[src/include/keypad_params.svh]
`ifndef KEYPAD_PARAMS_SVH
`define KEYPAD_PARAMS_SVH

// clocks a row level must hold in a debounce state
// kept small for simulation, board builds override the top parameter
`define KEYPAD_DEBOUNCE_CYCLES 20

// scanner step interval, lets the column lines settle
`define KEYPAD_SCAN_DIV 3

// key event queue depth
`define KEYPAD_FIFO_DEPTH 8

`endif

[src/hw/keypad_scan_pkg.sv]
package keypad_scan_pkg;

    // one captured keypad position
    // both patterns active low, exactly as seen on the pins
    typedef struct packed {
        logic [3:0] rows;
        logic [3:0] cols;
    } scan_coord_t;

    // one-hot scanner states
    typedef enum logic [7:0] {
        st_idle             = 8'b0000_0001,
        st_press_debounce   = 8'b0000_0010,
        st_col0             = 8'b0000_0100,
        st_col1             = 8'b0000_1000,
        st_col2             = 8'b0001_0000,
        st_col3             = 8'b0010_0000,
        // coordinate latched on entry
        st_read             = 8'b0100_0000,
        st_release_debounce = 8'b1000_0000
    } scan_state_t;

endpackage

[src/hw/keypad_event_pkg.sv]
package keypad_event_pkg;

    // hex key code, 0-9 and A-F
    typedef logic [3:0] key_code_t;

    // codes standing in for the two symbol keys
    localparam key_code_t KEY_STAR = 4'he;
    localparam key_code_t KEY_HASH = 4'hf;

    // one decoded key press as queued for the host
    // coord kept alongside the code for diagnostics
    typedef struct packed {
        key_code_t                    code;
        keypad_scan_pkg::scan_coord_t coord;
    } key_event_t;

endpackage

[src/hw/row_sampler.sv]
`timescale 1ns/10ps

module row_sampler (
    input  logic       clk,
    input  logic       rst_n,
    input  logic [3:0] row_in,
    output logic [3:0] rows_stable,
    output logic       rows_active
);

    // two-flop synchronizer on the row pins
    logic [3:0] sync_1;
    logic [3:0] sync_2;

    always_ff @(posedge clk) begin
        if (!rst_n) begin
            sync_1      <= 4'hf;
            sync_2      <= 4'hf;
            rows_stable <= 4'hf;
            rows_active <= 1'b0;
        end else begin
            sync_1 <= row_in;
            sync_2 <= sync_1;
            // pass a pattern on only when two samples in a row agree
            // single-sample glitches never match and get filtered
            if (sync_1 == sync_2) begin
                rows_stable <= sync_2;
                rows_active <= (sync_2 != 4'hf);
            end
        end
    end

endmodule

[src/hw/keypad_scanner.sv]
`timescale 1ns/10ps
`include "keypad_params.svh"

module keypad_scanner #(
    parameter int DEBOUNCE_CYCLES = `KEYPAD_DEBOUNCE_CYCLES
) (
    input  logic                         clk,
    input  logic                         rst_n,
    input  logic [3:0]                   rows_stable,
    input  logic                         rows_active,
    output logic [3:0]                   col_out,
    output logic                         coord_valid,
    output keypad_scan_pkg::scan_coord_t coord
);

    localparam int DIV_W = $clog2(`KEYPAD_SCAN_DIV + 1);
    localparam int DEB_W = $clog2(DEBOUNCE_CYCLES + 1);

    keypad_scan_pkg::scan_state_t state;
    keypad_scan_pkg::scan_state_t next_state;

    logic [DIV_W-1:0] div_cnt;
    logic [DEB_W-1:0] deb_cnt;
    logic             tick;
    logic             deb_hold;
    logic             deb_done;

    // divider runs 0..SCAN_DIV so a step outlasts the row sampler latency
    assign tick = (div_cnt == DIV_W'(`KEYPAD_SCAN_DIV));

    always_ff @(posedge clk) begin
        if (!rst_n) begin
            div_cnt <= '0;
        end else if (tick) begin
            div_cnt <= '0;
        end else begin
            div_cnt <= div_cnt + 1'b1;
        end
    end

    // level the current debounce state is waiting on
    always_comb begin
        case (state)
            keypad_scan_pkg::st_press_debounce:   deb_hold = rows_active;
            keypad_scan_pkg::st_release_debounce: deb_hold = !rows_active;
            default:                              deb_hold = 1'b0;
        endcase
    end

    assign deb_done = (deb_cnt == DEB_W'(DEBOUNCE_CYCLES));

    // restarts whenever the level breaks, saturates once done
    always_ff @(posedge clk) begin
        if (!rst_n) begin
            deb_cnt <= '0;
        end else if (!deb_hold) begin
            deb_cnt <= '0;
        end else if (!deb_done) begin
            deb_cnt <= deb_cnt + 1'b1;
        end
    end

    always_comb begin
        next_state = state;
        case (state)
            keypad_scan_pkg::st_idle:
                if (rows_active) next_state = keypad_scan_pkg::st_press_debounce;
            keypad_scan_pkg::st_press_debounce:
                if (!rows_active)  next_state = keypad_scan_pkg::st_idle;
                else if (deb_done) next_state = keypad_scan_pkg::st_col0;
            keypad_scan_pkg::st_col0:
                if (rows_active) next_state = keypad_scan_pkg::st_read;
                else             next_state = keypad_scan_pkg::st_col1;
            keypad_scan_pkg::st_col1:
                if (rows_active) next_state = keypad_scan_pkg::st_read;
                else             next_state = keypad_scan_pkg::st_col2;
            keypad_scan_pkg::st_col2:
                if (rows_active) next_state = keypad_scan_pkg::st_read;
                else             next_state = keypad_scan_pkg::st_col3;
            keypad_scan_pkg::st_col3:
                if (rows_active) next_state = keypad_scan_pkg::st_read;
                else             next_state = keypad_scan_pkg::st_idle;
            keypad_scan_pkg::st_read:
                next_state = keypad_scan_pkg::st_release_debounce;
            keypad_scan_pkg::st_release_debounce:
                if (deb_done) next_state = keypad_scan_pkg::st_idle;
            default:
                next_state = keypad_scan_pkg::st_idle;
        endcase
    end

    always_ff @(posedge clk) begin
        if (!rst_n) begin
            state <= keypad_scan_pkg::st_idle;
        end else if (tick) begin
            state <= next_state;
        end
    end

    // column drive follows the state being entered
    always_ff @(posedge clk) begin
        if (!rst_n) begin
            col_out <= 4'b0000;
        end else if (tick) begin
            case (next_state)
                keypad_scan_pkg::st_col0: col_out <= 4'b0111;
                keypad_scan_pkg::st_col1: col_out <= 4'b1011;
                keypad_scan_pkg::st_col2: col_out <= 4'b1101;
                keypad_scan_pkg::st_col3: col_out <= 4'b1110;
                // hold the found column through the capture step
                keypad_scan_pkg::st_read: col_out <= col_out;
                default:                  col_out <= 4'b0000;
            endcase
        end
    end

    // capture rows and the column that pulled them low
    always_ff @(posedge clk) begin
        if (tick && next_state == keypad_scan_pkg::st_read) begin
            coord.rows <= rows_stable;
            coord.cols <= col_out;
        end
    end

    // one strobe per press, at the end of the release debounce
    always_ff @(posedge clk) begin
        if (!rst_n) begin
            coord_valid <= 1'b0;
        end else begin
            coord_valid <= tick && (state == keypad_scan_pkg::st_release_debounce)
                           && (next_state == keypad_scan_pkg::st_idle);
        end
    end

endmodule

[src/hw/key_decoder.sv]
`timescale 1ns/10ps

module key_decoder (
    input  logic                           clk,
    input  logic                           rst_n,
    input  logic                           coord_valid,
    input  keypad_scan_pkg::scan_coord_t   coord,
    output logic                           event_valid,
    output keypad_event_pkg::key_event_t   event_data
);

    // {found, index of the single low bit}
    function automatic logic [2:0] low_index(input logic [3:0] pattern);
        case (pattern)
            4'b1110: return 3'b100;
            4'b1101: return 3'b101;
            4'b1011: return 3'b110;
            4'b0111: return 3'b111;
            default: return 3'b000;
        endcase
    endfunction

    // keypad face, row by row
    function automatic keypad_event_pkg::key_code_t code_of(input logic [1:0] row,
                                                            input logic [1:0] col);
        case ({row, col})
            4'h0: return 4'h1;
            4'h1: return 4'h2;
            4'h2: return 4'h3;
            4'h3: return 4'ha;
            4'h4: return 4'h4;
            4'h5: return 4'h5;
            4'h6: return 4'h6;
            4'h7: return 4'hb;
            4'h8: return 4'h7;
            4'h9: return 4'h8;
            4'ha: return 4'h9;
            4'hb: return 4'hc;
            4'hc: return keypad_event_pkg::KEY_STAR;
            4'hd: return 4'h0;
            4'he: return keypad_event_pkg::KEY_HASH;
            default: return 4'hd;
        endcase
    endfunction

    logic [2:0] row_sel;
    logic [2:0] col_sel;
    logic [1:0] col_idx;

    assign row_sel = low_index(coord.rows);
    assign col_sel = low_index(coord.cols);
    // column 0 drives the top col_out bit low
    assign col_idx = 2'd3 - col_sel[1:0];

    always_ff @(posedge clk) begin
        if (!rst_n) begin
            event_valid <= 1'b0;
        end else begin
            // more than one low bit on either side means rollover, drop it
            event_valid <= coord_valid && row_sel[2] && col_sel[2];
        end
    end

    always_ff @(posedge clk) begin
        if (coord_valid) begin
            event_data.code  <= code_of(row_sel[1:0], col_idx);
            event_data.coord <= coord;
        end
    end

endmodule

[src/hw/key_fifo.sv]
`timescale 1ns/10ps
`include "keypad_params.svh"

module key_fifo #(
    parameter int DEPTH = `KEYPAD_FIFO_DEPTH
) (
    input  logic                         clk,
    input  logic                         rst_n,
    input  logic                         event_valid,
    input  keypad_event_pkg::key_event_t event_data,
    input  logic                         key_rd,
    output logic                         key_avail,
    output keypad_event_pkg::key_event_t key_event,
    output logic                         overflow
);

    localparam int PTR_W = (DEPTH > 1) ? $clog2(DEPTH) : 1;
    localparam int CNT_W = $clog2(DEPTH + 1);

    keypad_event_pkg::key_event_t mem [DEPTH];

    logic [PTR_W-1:0] wr_ptr;
    logic [PTR_W-1:0] rd_ptr;
    logic [CNT_W-1:0] count;
    logic             full;
    logic             push;
    logic             pop;

    function automatic logic [PTR_W-1:0] ptr_inc(input logic [PTR_W-1:0] ptr);
        if (ptr == PTR_W'(DEPTH - 1)) begin
            return '0;
        end
        return ptr + 1'b1;
    endfunction

    assign key_avail = (count != '0);
    assign full      = (count == CNT_W'(DEPTH));
    // reads on an empty queue are ignored
    assign pop       = key_rd && key_avail;
    // a pop in the same cycle frees the slot for a push into a full queue
    assign push      = event_valid && (!full || pop);

    // head entry shown without a read cycle
    assign key_event = mem[rd_ptr];

    always_ff @(posedge clk) begin
        if (push) begin
            mem[wr_ptr] <= event_data;
        end
    end

    always_ff @(posedge clk) begin
        if (!rst_n) begin
            wr_ptr <= '0;
            rd_ptr <= '0;
            count  <= '0;
        end else begin
            if (push) begin
                wr_ptr <= ptr_inc(wr_ptr);
            end
            if (pop) begin
                rd_ptr <= ptr_inc(rd_ptr);
            end
            case ({push, pop})
                2'b10:   count <= count + 1'b1;
                2'b01:   count <= count - 1'b1;
                default: count <= count;
            endcase
        end
    end

    // sticky until reset, a lost key stays visible to the host
    always_ff @(posedge clk) begin
        if (!rst_n) begin
            overflow <= 1'b0;
        end else if (event_valid && full && !pop) begin
            overflow <= 1'b1;
        end
    end

endmodule

[src/hw/keypad_ctrl.sv]
`timescale 1ns/10ps
`include "keypad_params.svh"

module keypad_ctrl #(
    parameter int DEBOUNCE_CYCLES = `KEYPAD_DEBOUNCE_CYCLES,
    parameter int FIFO_DEPTH      = `KEYPAD_FIFO_DEPTH
) (
    input  logic                         clk,
    input  logic                         rst_n,
    input  logic [3:0]                   row_in,
    output logic [3:0]                   col_out,
    output logic                         key_avail,
    output keypad_event_pkg::key_event_t key_event,
    input  logic                         key_rd,
    output logic                         overflow
);

    logic [3:0]                   rows_stable;
    logic                         rows_active;
    logic                         coord_valid;
    keypad_scan_pkg::scan_coord_t coord;
    logic                         event_valid;
    keypad_event_pkg::key_event_t event_data;

    // pins to filtered row levels
    row_sampler i_sampler (
        .clk         (clk),
        .rst_n       (rst_n),
        .row_in      (row_in),
        .rows_stable (rows_stable),
        .rows_active (rows_active)
    );

    keypad_scanner #(
        .DEBOUNCE_CYCLES (DEBOUNCE_CYCLES)
    ) i_scanner (
        .clk         (clk),
        .rst_n       (rst_n),
        .rows_stable (rows_stable),
        .rows_active (rows_active),
        .col_out     (col_out),
        .coord_valid (coord_valid),
        .coord       (coord)
    );

    key_decoder i_decoder (
        .clk         (clk),
        .rst_n       (rst_n),
        .coord_valid (coord_valid),
        .coord       (coord),
        .event_valid (event_valid),
        .event_data  (event_data)
    );

    // host side queue
    key_fifo #(
        .DEPTH (FIFO_DEPTH)
    ) i_fifo (
        .clk         (clk),
        .rst_n       (rst_n),
        .event_valid (event_valid),
        .event_data  (event_data),
        .key_rd      (key_rd),
        .key_avail   (key_avail),
        .key_event   (key_event),
        .overflow    (overflow)
    );

endmodule

[config.mk]
export PLATFORM = sky130hd
export DESIGN_NAME = keypad_ctrl
export DESIGN_NICKNAME = d
export VERILOG_FILES = /design/src/hw/keypad_scan_pkg.sv /design/src/hw/keypad_event_pkg.sv /design/src/hw/row_sampler.sv /design/src/hw/keypad_scanner.sv /design/src/hw/key_decoder.sv /design/src/hw/key_fifo.sv /design/src/hw/keypad_ctrl.sv
export VERILOG_INCLUDE_DIRS = /design/src /design/src/include
export SDC_FILE = /design/constraint.sdc
export NUM_CORES = 1
export LEC_CHECK = 0
export BUFFER_PORTS_ARGS = -buffer_cell sky130_fd_sc_hd__buf_4
export CELL_PAD_IN_SITES_DETAIL_PLACEMENT = 1
export CELL_PAD_IN_SITES_GLOBAL_PLACEMENT = 2
export CORE_ASPECT_RATIO = 0.5
export CORE_MARGIN = 2
export CORE_UTILIZATION = 49
export CTS_CLUSTER_DIAMETER = 150
export CTS_CLUSTER_SIZE = 20
export DETAILED_ROUTE_END_ITERATION = 8
export PLACE_DENSITY = 0.93
export RECOVER_POWER = 50
export SLEW_MARGIN = 20
export SYNTH_ARGS = -nofsm -noshare
export SYNTH_HDL_FRONTEND = slang
export SYNTH_HIERARCHICAL = 1
export SYNTH_SLANG_ARGS = --single-unit
[constraint.sdc]
create_clock -name clk -period 3.6 [get_ports clk]
set_input_delay 0.72 -clock clk [delete_from_list [all_inputs] [get_ports clk]]
set_output_delay 0.72 -clock clk [all_outputs]
set_load 0.05 [all_outputs]
==> qor.csv, run 1 <==
stage;metric;value;unit
status;status;complete, but fails checks;
status;failing checks;max-capacitance violations, max-slew violations;
placement;placed cells;687;
sta;count of final hold-check violations;0;
clocking;TritonCTS Sinks;164;
worst_setup_path;crit end category;primary output;
placement;Final HPWL DP;9.284;mm
die;Die Area;0.01558;mm2
yosys;Cells after Synth;478;
yosys;fraction of registers with async set/reset;0;%
detailed_routing;Pre-Repair DR Iteration Count;5;
job;Max-Cap Viols;1;
sta;final setup fails;0;
detailed_routing;drt via density;5.604;
clocking;Post-CTS Hold Buffers;0;
sta;worst slew pin tran;1603;ps
sta;Rel. slew slack;-6.848;%
clocking;post-CTS setup buffers;0;
worst_setup_path;CP Class;flop to primary output;
detailed_routing;antenna-violating nets left;0;
pwr;Power per Cell Area;471.7;mW/mm2
min_path;hold crit path type;flop to flop;
yosys;Synth top area share;48.88;%
placement;Post-DP Area;0.007496;mm2
detailed_routing;WL final;14.65;mm
sta;Tmin final;3007;ps
final_layout;post-route design area;0.008053;mm2
clocking;CTS tree;built;
die;Die Y;89.27;um
yosys;Main synth FF type;edfxtp_1;
final_layout;Area growth syn-to-layout;13.01;%
yosys;Synthesized Nets;500;
global_routing;first-pass GRT wire length;22.66;mm
placement;Buffers on Ports;24;
clocking;Worst-Skew Late Latency;420;ps
sta;setup TNS;0;ps
final_layout;non-filler cells, final;718;
final_layout;# diodes;0;
clocking;clock buffer depth;2;
global_routing;initial antenna violation count;0;
sta;Max Slew Vio Count;41;
final_layout;Filler Cells Inserted;1360;
die;Ports;25;
clocking;TritonCTS buffer count;17;
global_routing;Remaining Overflow, GRT;0;
global_routing;Total GRT Usage;19.54;%
clocking;clock root buffer master;clkbuf_16;
global_routing;largest net degree at the start of global routing;41;
final_layout;final core utilization;56.11;%
worst_setup_path;R2R Setup Slk;960;ps
sta;Final Cycle Share;83.53;%
yosys;Netlist cell types;70;
pwr;Max VDD drop;0.3003;mV
die;core region area;0.01435;mm2
yosys;post-synth top area cell;edfxtp_1;
pwr;Lkg Pwr;2.689;nW
yosys;#FFs+latches synth;164;
detailed_routing;drt drc;0;
detailed_routing;Via Count;4024;
worst_setup_path;type of element launching the critical path;flop;
final_layout;share of layout cells above drive strength 1;24.23;%
final_layout;Final nets;530;
worst_setup_path;crit path DAT;2290;ps
yosys;Avg Inst Size Synth;14.91;um2
placement;dpl ws;764.3;ps
die;Die Wd;174.5;um
yosys;Yosys warning count;6;
global_routing;vias in the first global route;4121;
worst_setup_path;crit path max fanout;24;
sta;Max Fclk;0.3325;GHz
clocking;Worst-path clk slew;70;ps
detailed_routing;wire per inst;20.40;um
final_layout;area of the multi-input gates;0.002511;mm2
clocking;H-tree depth;4;
yosys;Seq/Total Area, Yosys;62.37;%
final_layout;FF+latch area;0.004444;mm2
worst_setup_path;WP data required;2880;ps
yosys;Post-synth EDFFs;116;
sta;RSZ-0062 raised after global routing;no;
die;row cnt;31;
sta;Final WS setup;592.8;ps
placement;gpl congestion;0.7949;
sta;Worst Clk Skew;5.362;ps
die;Starting Density;49.65;%
yosys;synth top area cells;edfxtp_1 (49%), dfxtp_1 (13%), mux4_2 (5.7%);
detailed_routing;Starting DRT DRC Count;303;
yosys;Cell Area, Synth;0.007126;mm2
clocking;post-CTS sizing;0;
[cell families after synthesis]
| logic type | Yosys count | share of synthesized area, % |
|---|---|---|
| AO/OA/AOI/OAI | 49 | 5.250 |
| XOR/XNOR | 17 | 2.090 |
| adder cells (fa/ha/maj) | 15 | 2.634 |
| buffers and inverters | 32 | 2.757 |
| flip-flops | 164 | 62.37 |
| multiplexers | 51 | 12.03 |
| AND/OR/NAND/NOR | 150 | 12.87 |
[placed cells by master, fill, tap and decap left out, types with 3 or more instances in the layout]
cell / n
o21ai_0: 5
ha_1: 15
or3_1: 3
nand2_1: 27
inv_8: 4
a21oi_1: 12
nor3_1: 7
nand3b_1: 3
nand4_1: 3
nand4b_1: 4
nor2b_1: 14
inv_1: 7
clkinvlp_4: 4
nand3_1: 15
mux4_1: 6
nor4b_1: 4
dfxtp_1: 48
nor4_4: 3
nor3_2: 8
buf_4: 34
xor2_1: 14
clkbuf_16: 17
a21boi_0: 7
mux2_2: 15
mux4_2: 18
or2b_1: 3
inv_6: 5
nor2_1: 19
mux2i_1: 11
nand2b_1: 19
edfxtp_1: 116
xnor2_1: 3
[synth_stat cells, types with 5 or more instances]
master	n
clkbuf_1	9
inv_1	7
nor2b_1	14
dfxtp_1	48
xor2_1	14
buf_6	8
mux4_1	6
edfxtp_1	116
nand2_1	27
mux2i_1	11
mux2_2	15
nor3_1	11
o21ai_0	5
mux4_2	18
a21oi_1	12
nand3_1	15
a21boi_0	7
nor2_1	19
ha_1	15
nand2b_1	19
[metrics by stage]
| step | power, mW | hold WS, ps |
|---|---|---|
| finish | 3.798 | 435.5 |
| global route | 3.897 | 446.6 |
| CTS | 3.817 | 438.9 |
| detailed placement | 2.124 | 423.3 |
| global placement | 2.121 | 411.6 |
| floorplan | 2.103 | 404.3 |
[where the power goes]
| part | internal [mW] | switching [mW] |
|---|---|---|
| Sequential | 2.00 | 0.0101 |
| Clock | 0.913 | 0.804 |
| Combinational | 0.0292 | 0.0381 |
| Total | 2.95 | 0.852 |
[registers in the layout, summed over array words and instances, names as in the netlist, named ones only]
| signal | count |
|---|---|
| i_sampler/rows_stable | 4 |
| i_scanner/state | 8 |
| i_scanner/coord_valid | 1 |
| i_fifo/rd_ptr | 3 |
| i_scanner/div_cnt | 2 |
| i_fifo/mem | 96 |
| i_scanner/coord | 8 |
| i_fifo/overflow | 1 |
| i_sampler/sync_2 | 4 |
| i_sampler/rows_active | 1 |
| i_fifo/count | 4 |
| i_decoder/event_data | 12 |
| i_decoder/event_valid | 1 |
| i_scanner/deb_cnt | 5 |
| i_scanner/col_out | 4 |
| i_fifo/wr_ptr | 3 |
| i_sampler/sync_1 | 4 |
[layout make-up]
| type | instances | share of cell area, % |
|---|---|---|
| clock inverters | 14 | 1.678 |
| repair buffers | 35 | 3.216 |
| clock buffers | 17 | 5.283 |
| inverters | 8 | 0.3729 |
| well taps | 198 | 3.076 |
| flip-flops and latches | 164 | 55.19 |
| multi-input cells | 282 | 31.18 |
[worst max-delay path: stages (launching register included)]
cell	delay, ps
dfxtp_1	320
buf_4	400
mux4_1	640
mux2_2	310
buf_4	200
[routing by layer]
layer / vias up / share of wire (%) / GRT usage, %
met3: 23 / 2.8 / 4.252
met5: - / 0 / 0
met1: 2068 / 43 / 22.40
met2: 60 / 52 / 36.76
li1: 1873 / - / -
met4: 0 / 1.9 / 7.803
[final timing paths]
kind	start	end	cells past startpoint
setup / recovery	flop	key_event[1]	4
hold / removal	i_sampler/rows_stable[1]	i_scanner/coord[5]	0
setup reg to reg	i_fifo/count[1]	i_fifo/count[2]	9
hold reg to reg	i_sampler/rows_stable[1]	i_scanner/coord[5]	0
(Power assumes the default switching activity.)
==> inputs of run 2 (changes only) <==
Settings changed: ABC_AREA set to 1, CORE_UTILIZATION 49 to 41, PLACE_DENSITY 0.93 to 0.88.
Clock period 3.6 ns to 3.05 ns, I/O delays scaled along.
==> run 2 against run 1 <==
Compared with the run above:
- global-route usage is 0.71 points lower
- design area rose by 1.4%
- sequential share of layout area fell by 0.74 points
- critical path depth up 4
- die area up 19%
- the run now ends clean
- utilization fell by 8.6 points
- power rose by 68%
- sequential power is 24% higher
- clock-buffer cell count rose by 1
- sequential cell count stayed put
==> qor.csv, run 2 <==
stage;metric;value;unit;change
global_routing;first-pass GRT wire length;26.81;mm;+18%
final_layout;share of layout cells above drive strength 1;14.61;%;-9.6 points
sta;worst slew pin tran;1380;ps;-223.1 ps
sta;Worst Clk Skew;9.432;ps;+4.070 ps
final_layout;commonest cells after routing, fill and taps aside;nand2_1 (150), edfxtp_1 (116), nor2_1 (100);;
yosys;Seq/Total Area, Yosys;62.35;%;about the same
detailed_routing;Highest Signal Layer;met4;;
detailed_routing;met3 wire len;481;um;+16%
final_layout;area of the multi-input gates;0.002311;mm2;-8.0%
sta;final setup fails;0;;unchanged
worst_setup_path;critical path's slowest cell;dfxtp_1;;
placement;dpl ws;835.3;ps;+71.00 ps
yosys;#FFs+latches synth;164;;unchanged
detailed_routing;WL final;16.39;mm;+12%
global_routing;Total GRT Usage;18.83;%;-0.71 points
sta;Rel. slew slack;8.027;%;+15 points
status;status;completed;;
final_layout;Final nets;755;;+42%
die;Die Area;0.01852;mm2;+19%
detailed_routing;drt drc;0;;unchanged
yosys;most instantiated library cell after synthesis;nand2_1;;
yosys;Avg Inst Size Synth;10.26;um2;-31%
sta;Max Slew Vio Count;0;;-100%
worst_setup_path;Buf/Inv on CP;2;;unchanged
final_layout;Filler Cells Inserted;1923;;+41%
clocking;clock root buffer master;clkbuf_16;;
die;Ports;25;;unchanged
detailed_routing;wire per inst;16.73;um;-18%
sta;setup TNS;0;ps;unchanged
placement;Buffers on Ports;24;;unchanged
sta;RSZ-0062 raised after global routing;no;;
global_routing;largest net degree at the start of global routing;49;;+20%
final_layout;most common cell after layout, fill and taps aside;nand2_1;;
sta;count of final hold-check violations;0;;unchanged
final_layout;# diodes;0;;unchanged
clocking;clock buffer depth;2;;unchanged
sta;Max Fclk;0.3787;GHz;
placement;placed cells;948;;+38%
clocking;post-CTS sizing;0;;unchanged
clocking;H-tree depth;4;;unchanged
job;Max-Cap Viols;0;;-1
detailed_routing;Starting DRT DRC Count;250;;-17%
worst_setup_path;CP top delay family;buffers and inverters;;
pwr;Max VDD drop;0.4072;mV;+36%
detailed_routing;met1 WL;7.354;mm;+17%
yosys;Netlist cell types;37;;-47%
placement;Post-DP Area;0.007574;mm2;+1.0%
sta;Tmin final;2641;ps;
global_routing;initial antenna violation count;0;;unchanged
yosys;fraction of registers with async set/reset;0;%;unchanged
detailed_routing;WL met2;8.331;mm;+8.6%
sta;Final Cycle Share;86.58;%;
worst_setup_path;crit end category;primary output;;
yosys;post-synth top area cell;edfxtp_1;;
clocking;Worst-path clk slew;70;ps;about the same
final_layout;Biggest register;i_fifo/mem;;
clocking;TritonCTS buffer count;17;;unchanged
worst_setup_path;crit path max fanout;32;;+33%
final_layout;biggest regs;i_fifo/mem: 96 flops, i_decoder/event_data: 12 flops;;
yosys;Cells after Synth;695;;+45%
detailed_routing;drt via density;4.988;;-11%
final_layout;non-filler cells, final;980;;+36%
worst_setup_path;CP Class;flop to primary output;;
clocking;post-CTS setup buffers;0;;unchanged
global_routing;Remaining Overflow, GRT;0;;unchanged
worst_setup_path;type of element launching the critical path;flop;;
clocking;Post-CTS Hold Buffers;0;;unchanged
die;Die Wd;190.5;um;+9.1%
final_layout;max reg flops;96;;unchanged
detailed_routing;antenna-violating nets left;0;;unchanged
die;row cnt;34;;+9.7%
die;Die Y;97.24;um;+8.9%
final_layout;Area growth syn-to-layout;14.50;%;
yosys;Yosys warning count;6;;unchanged
worst_setup_path;crit path cell chain;buf_4 > nor2_1 > nor2_1 > o21ai_0 > o21ai_1 > nand2_1 > nand2_1 > buf_4;;
yosys;Post-synth EDFFs;116;;unchanged
min_path;hold crit path type;input pin to flop;;
yosys;top cell types by occurrence after synthesis;nand2_1 (150), edfxtp_1 (116), nor2_1 (100);;
sta;Final WS setup;409.4;ps;-183.4 ps
clocking;CTS tree;built;;
worst_setup_path;WP data required;2440;ps;-440 ps
pwr;Power per Cell Area;784.0;mW/mm2;+66%
yosys;Cell Area, Synth;0.007128;mm2;about the same
placement;gpl congestion;0.7258;;-8.7%
clocking;Worst-Skew Late Latency;430;ps;about the same
detailed_routing;Via Count;4888;;+21%
yosys;Synth top area share;48.87;%;about the same
pwr;Lkg Pwr;3.343;nW;+24%
final_layout;FF+latch area;0.004444;mm2;unchanged
worst_setup_path;slowest stage delay, CP;380;ps;-260 ps
die;Starting Density;41.47;%;-8.2 points
die;core region area;0.01719;mm2;+20%
worst_setup_path;crit path DAT;2030;ps;-260 ps
placement;Final HPWL DP;10.21;mm;+10%
yosys;synth top area cells;edfxtp_1 (49%), dfxtp_1 (13%), nand2_1 (7.9%);;
detailed_routing;Pre-Repair DR Iteration Count;4;;-1
yosys;Synthesized Nets;717;;+43%
clocking;TritonCTS Sinks;164;;unchanged
global_routing;vias in the first global route;5229;;+27%
yosys;Main synth FF type;edfxtp_1;;
final_layout;post-route design area;0.008162;mm2;+1.4%
## run 2: cell type report
class	instances	share of cell area [%]
Clock inverter	14	1.993
Timing Repair Buffer	36	3.265
Multi-Input combinational cell	446	28.32
Sequential cell	164	54.45
Clock buffer	18	5.258
Inverter	68	3.127
Tap cell	234	3.587
## run 2: logic make-up after synthesis
family          count (synthesis)  share of synthesized area (%)
simple gates                  322                          20.61
flops                         164                          62.35
compound gates                 92                          6.881
buf+inv                        85                          5.231
fa+ha+maj                      15                          2.633
mux                            12                          1.685
xor+xnor                        5                         0.6145
## run 2: worst paths after layout
| check | slack (ps) | from | cells after the start | to |
|---|---|---|---|---|
| hold / removal | 350 | row_in[3] | 3 | i_sampler/sync_1[3] |
| hold reg to reg | 430 | i_scanner/div_cnt[0] | 1 | i_scanner/div_cnt[0] |
| setup / recovery | 410 | flop | 8 | key_event[0] |
| setup reg to reg | 1020 | i_fifo/count[0] | 13 | i_fifo/count[2] |
## run 2: through the flow
step | utilization, % | power (mW) | hold slack (ps)
after floorplan | - | 3.843 | 399.2
after global placement | 44.07 | 4.215 | 407.6
after detailed placement | 44.07 | 4.262 | 423.5
after CTS | 47.51 | 6.458 | 340.8
after global routing | 47.49 | 6.702 | 345.6
final | 47.49 | 6.398 | 352.0
## run 2: report_power, final
part	internal [mW]	switching (mW)
combinational	0.510	1.21
sequential	2.43	0.0678
clock	1.17	1.01
total	4.11	2.29
## run 2: layer usage
metal	global-route usage [%]	up-vias
li1	-	2408
met1	23.26	2388
met2	33.20	72
met3	3.900	20
met4	5.725	0
met5	0	-
## run 2: worst min-delay path: stages
cell     delay [ps]
buf_4            80
inv_1            30
nand2_1          40
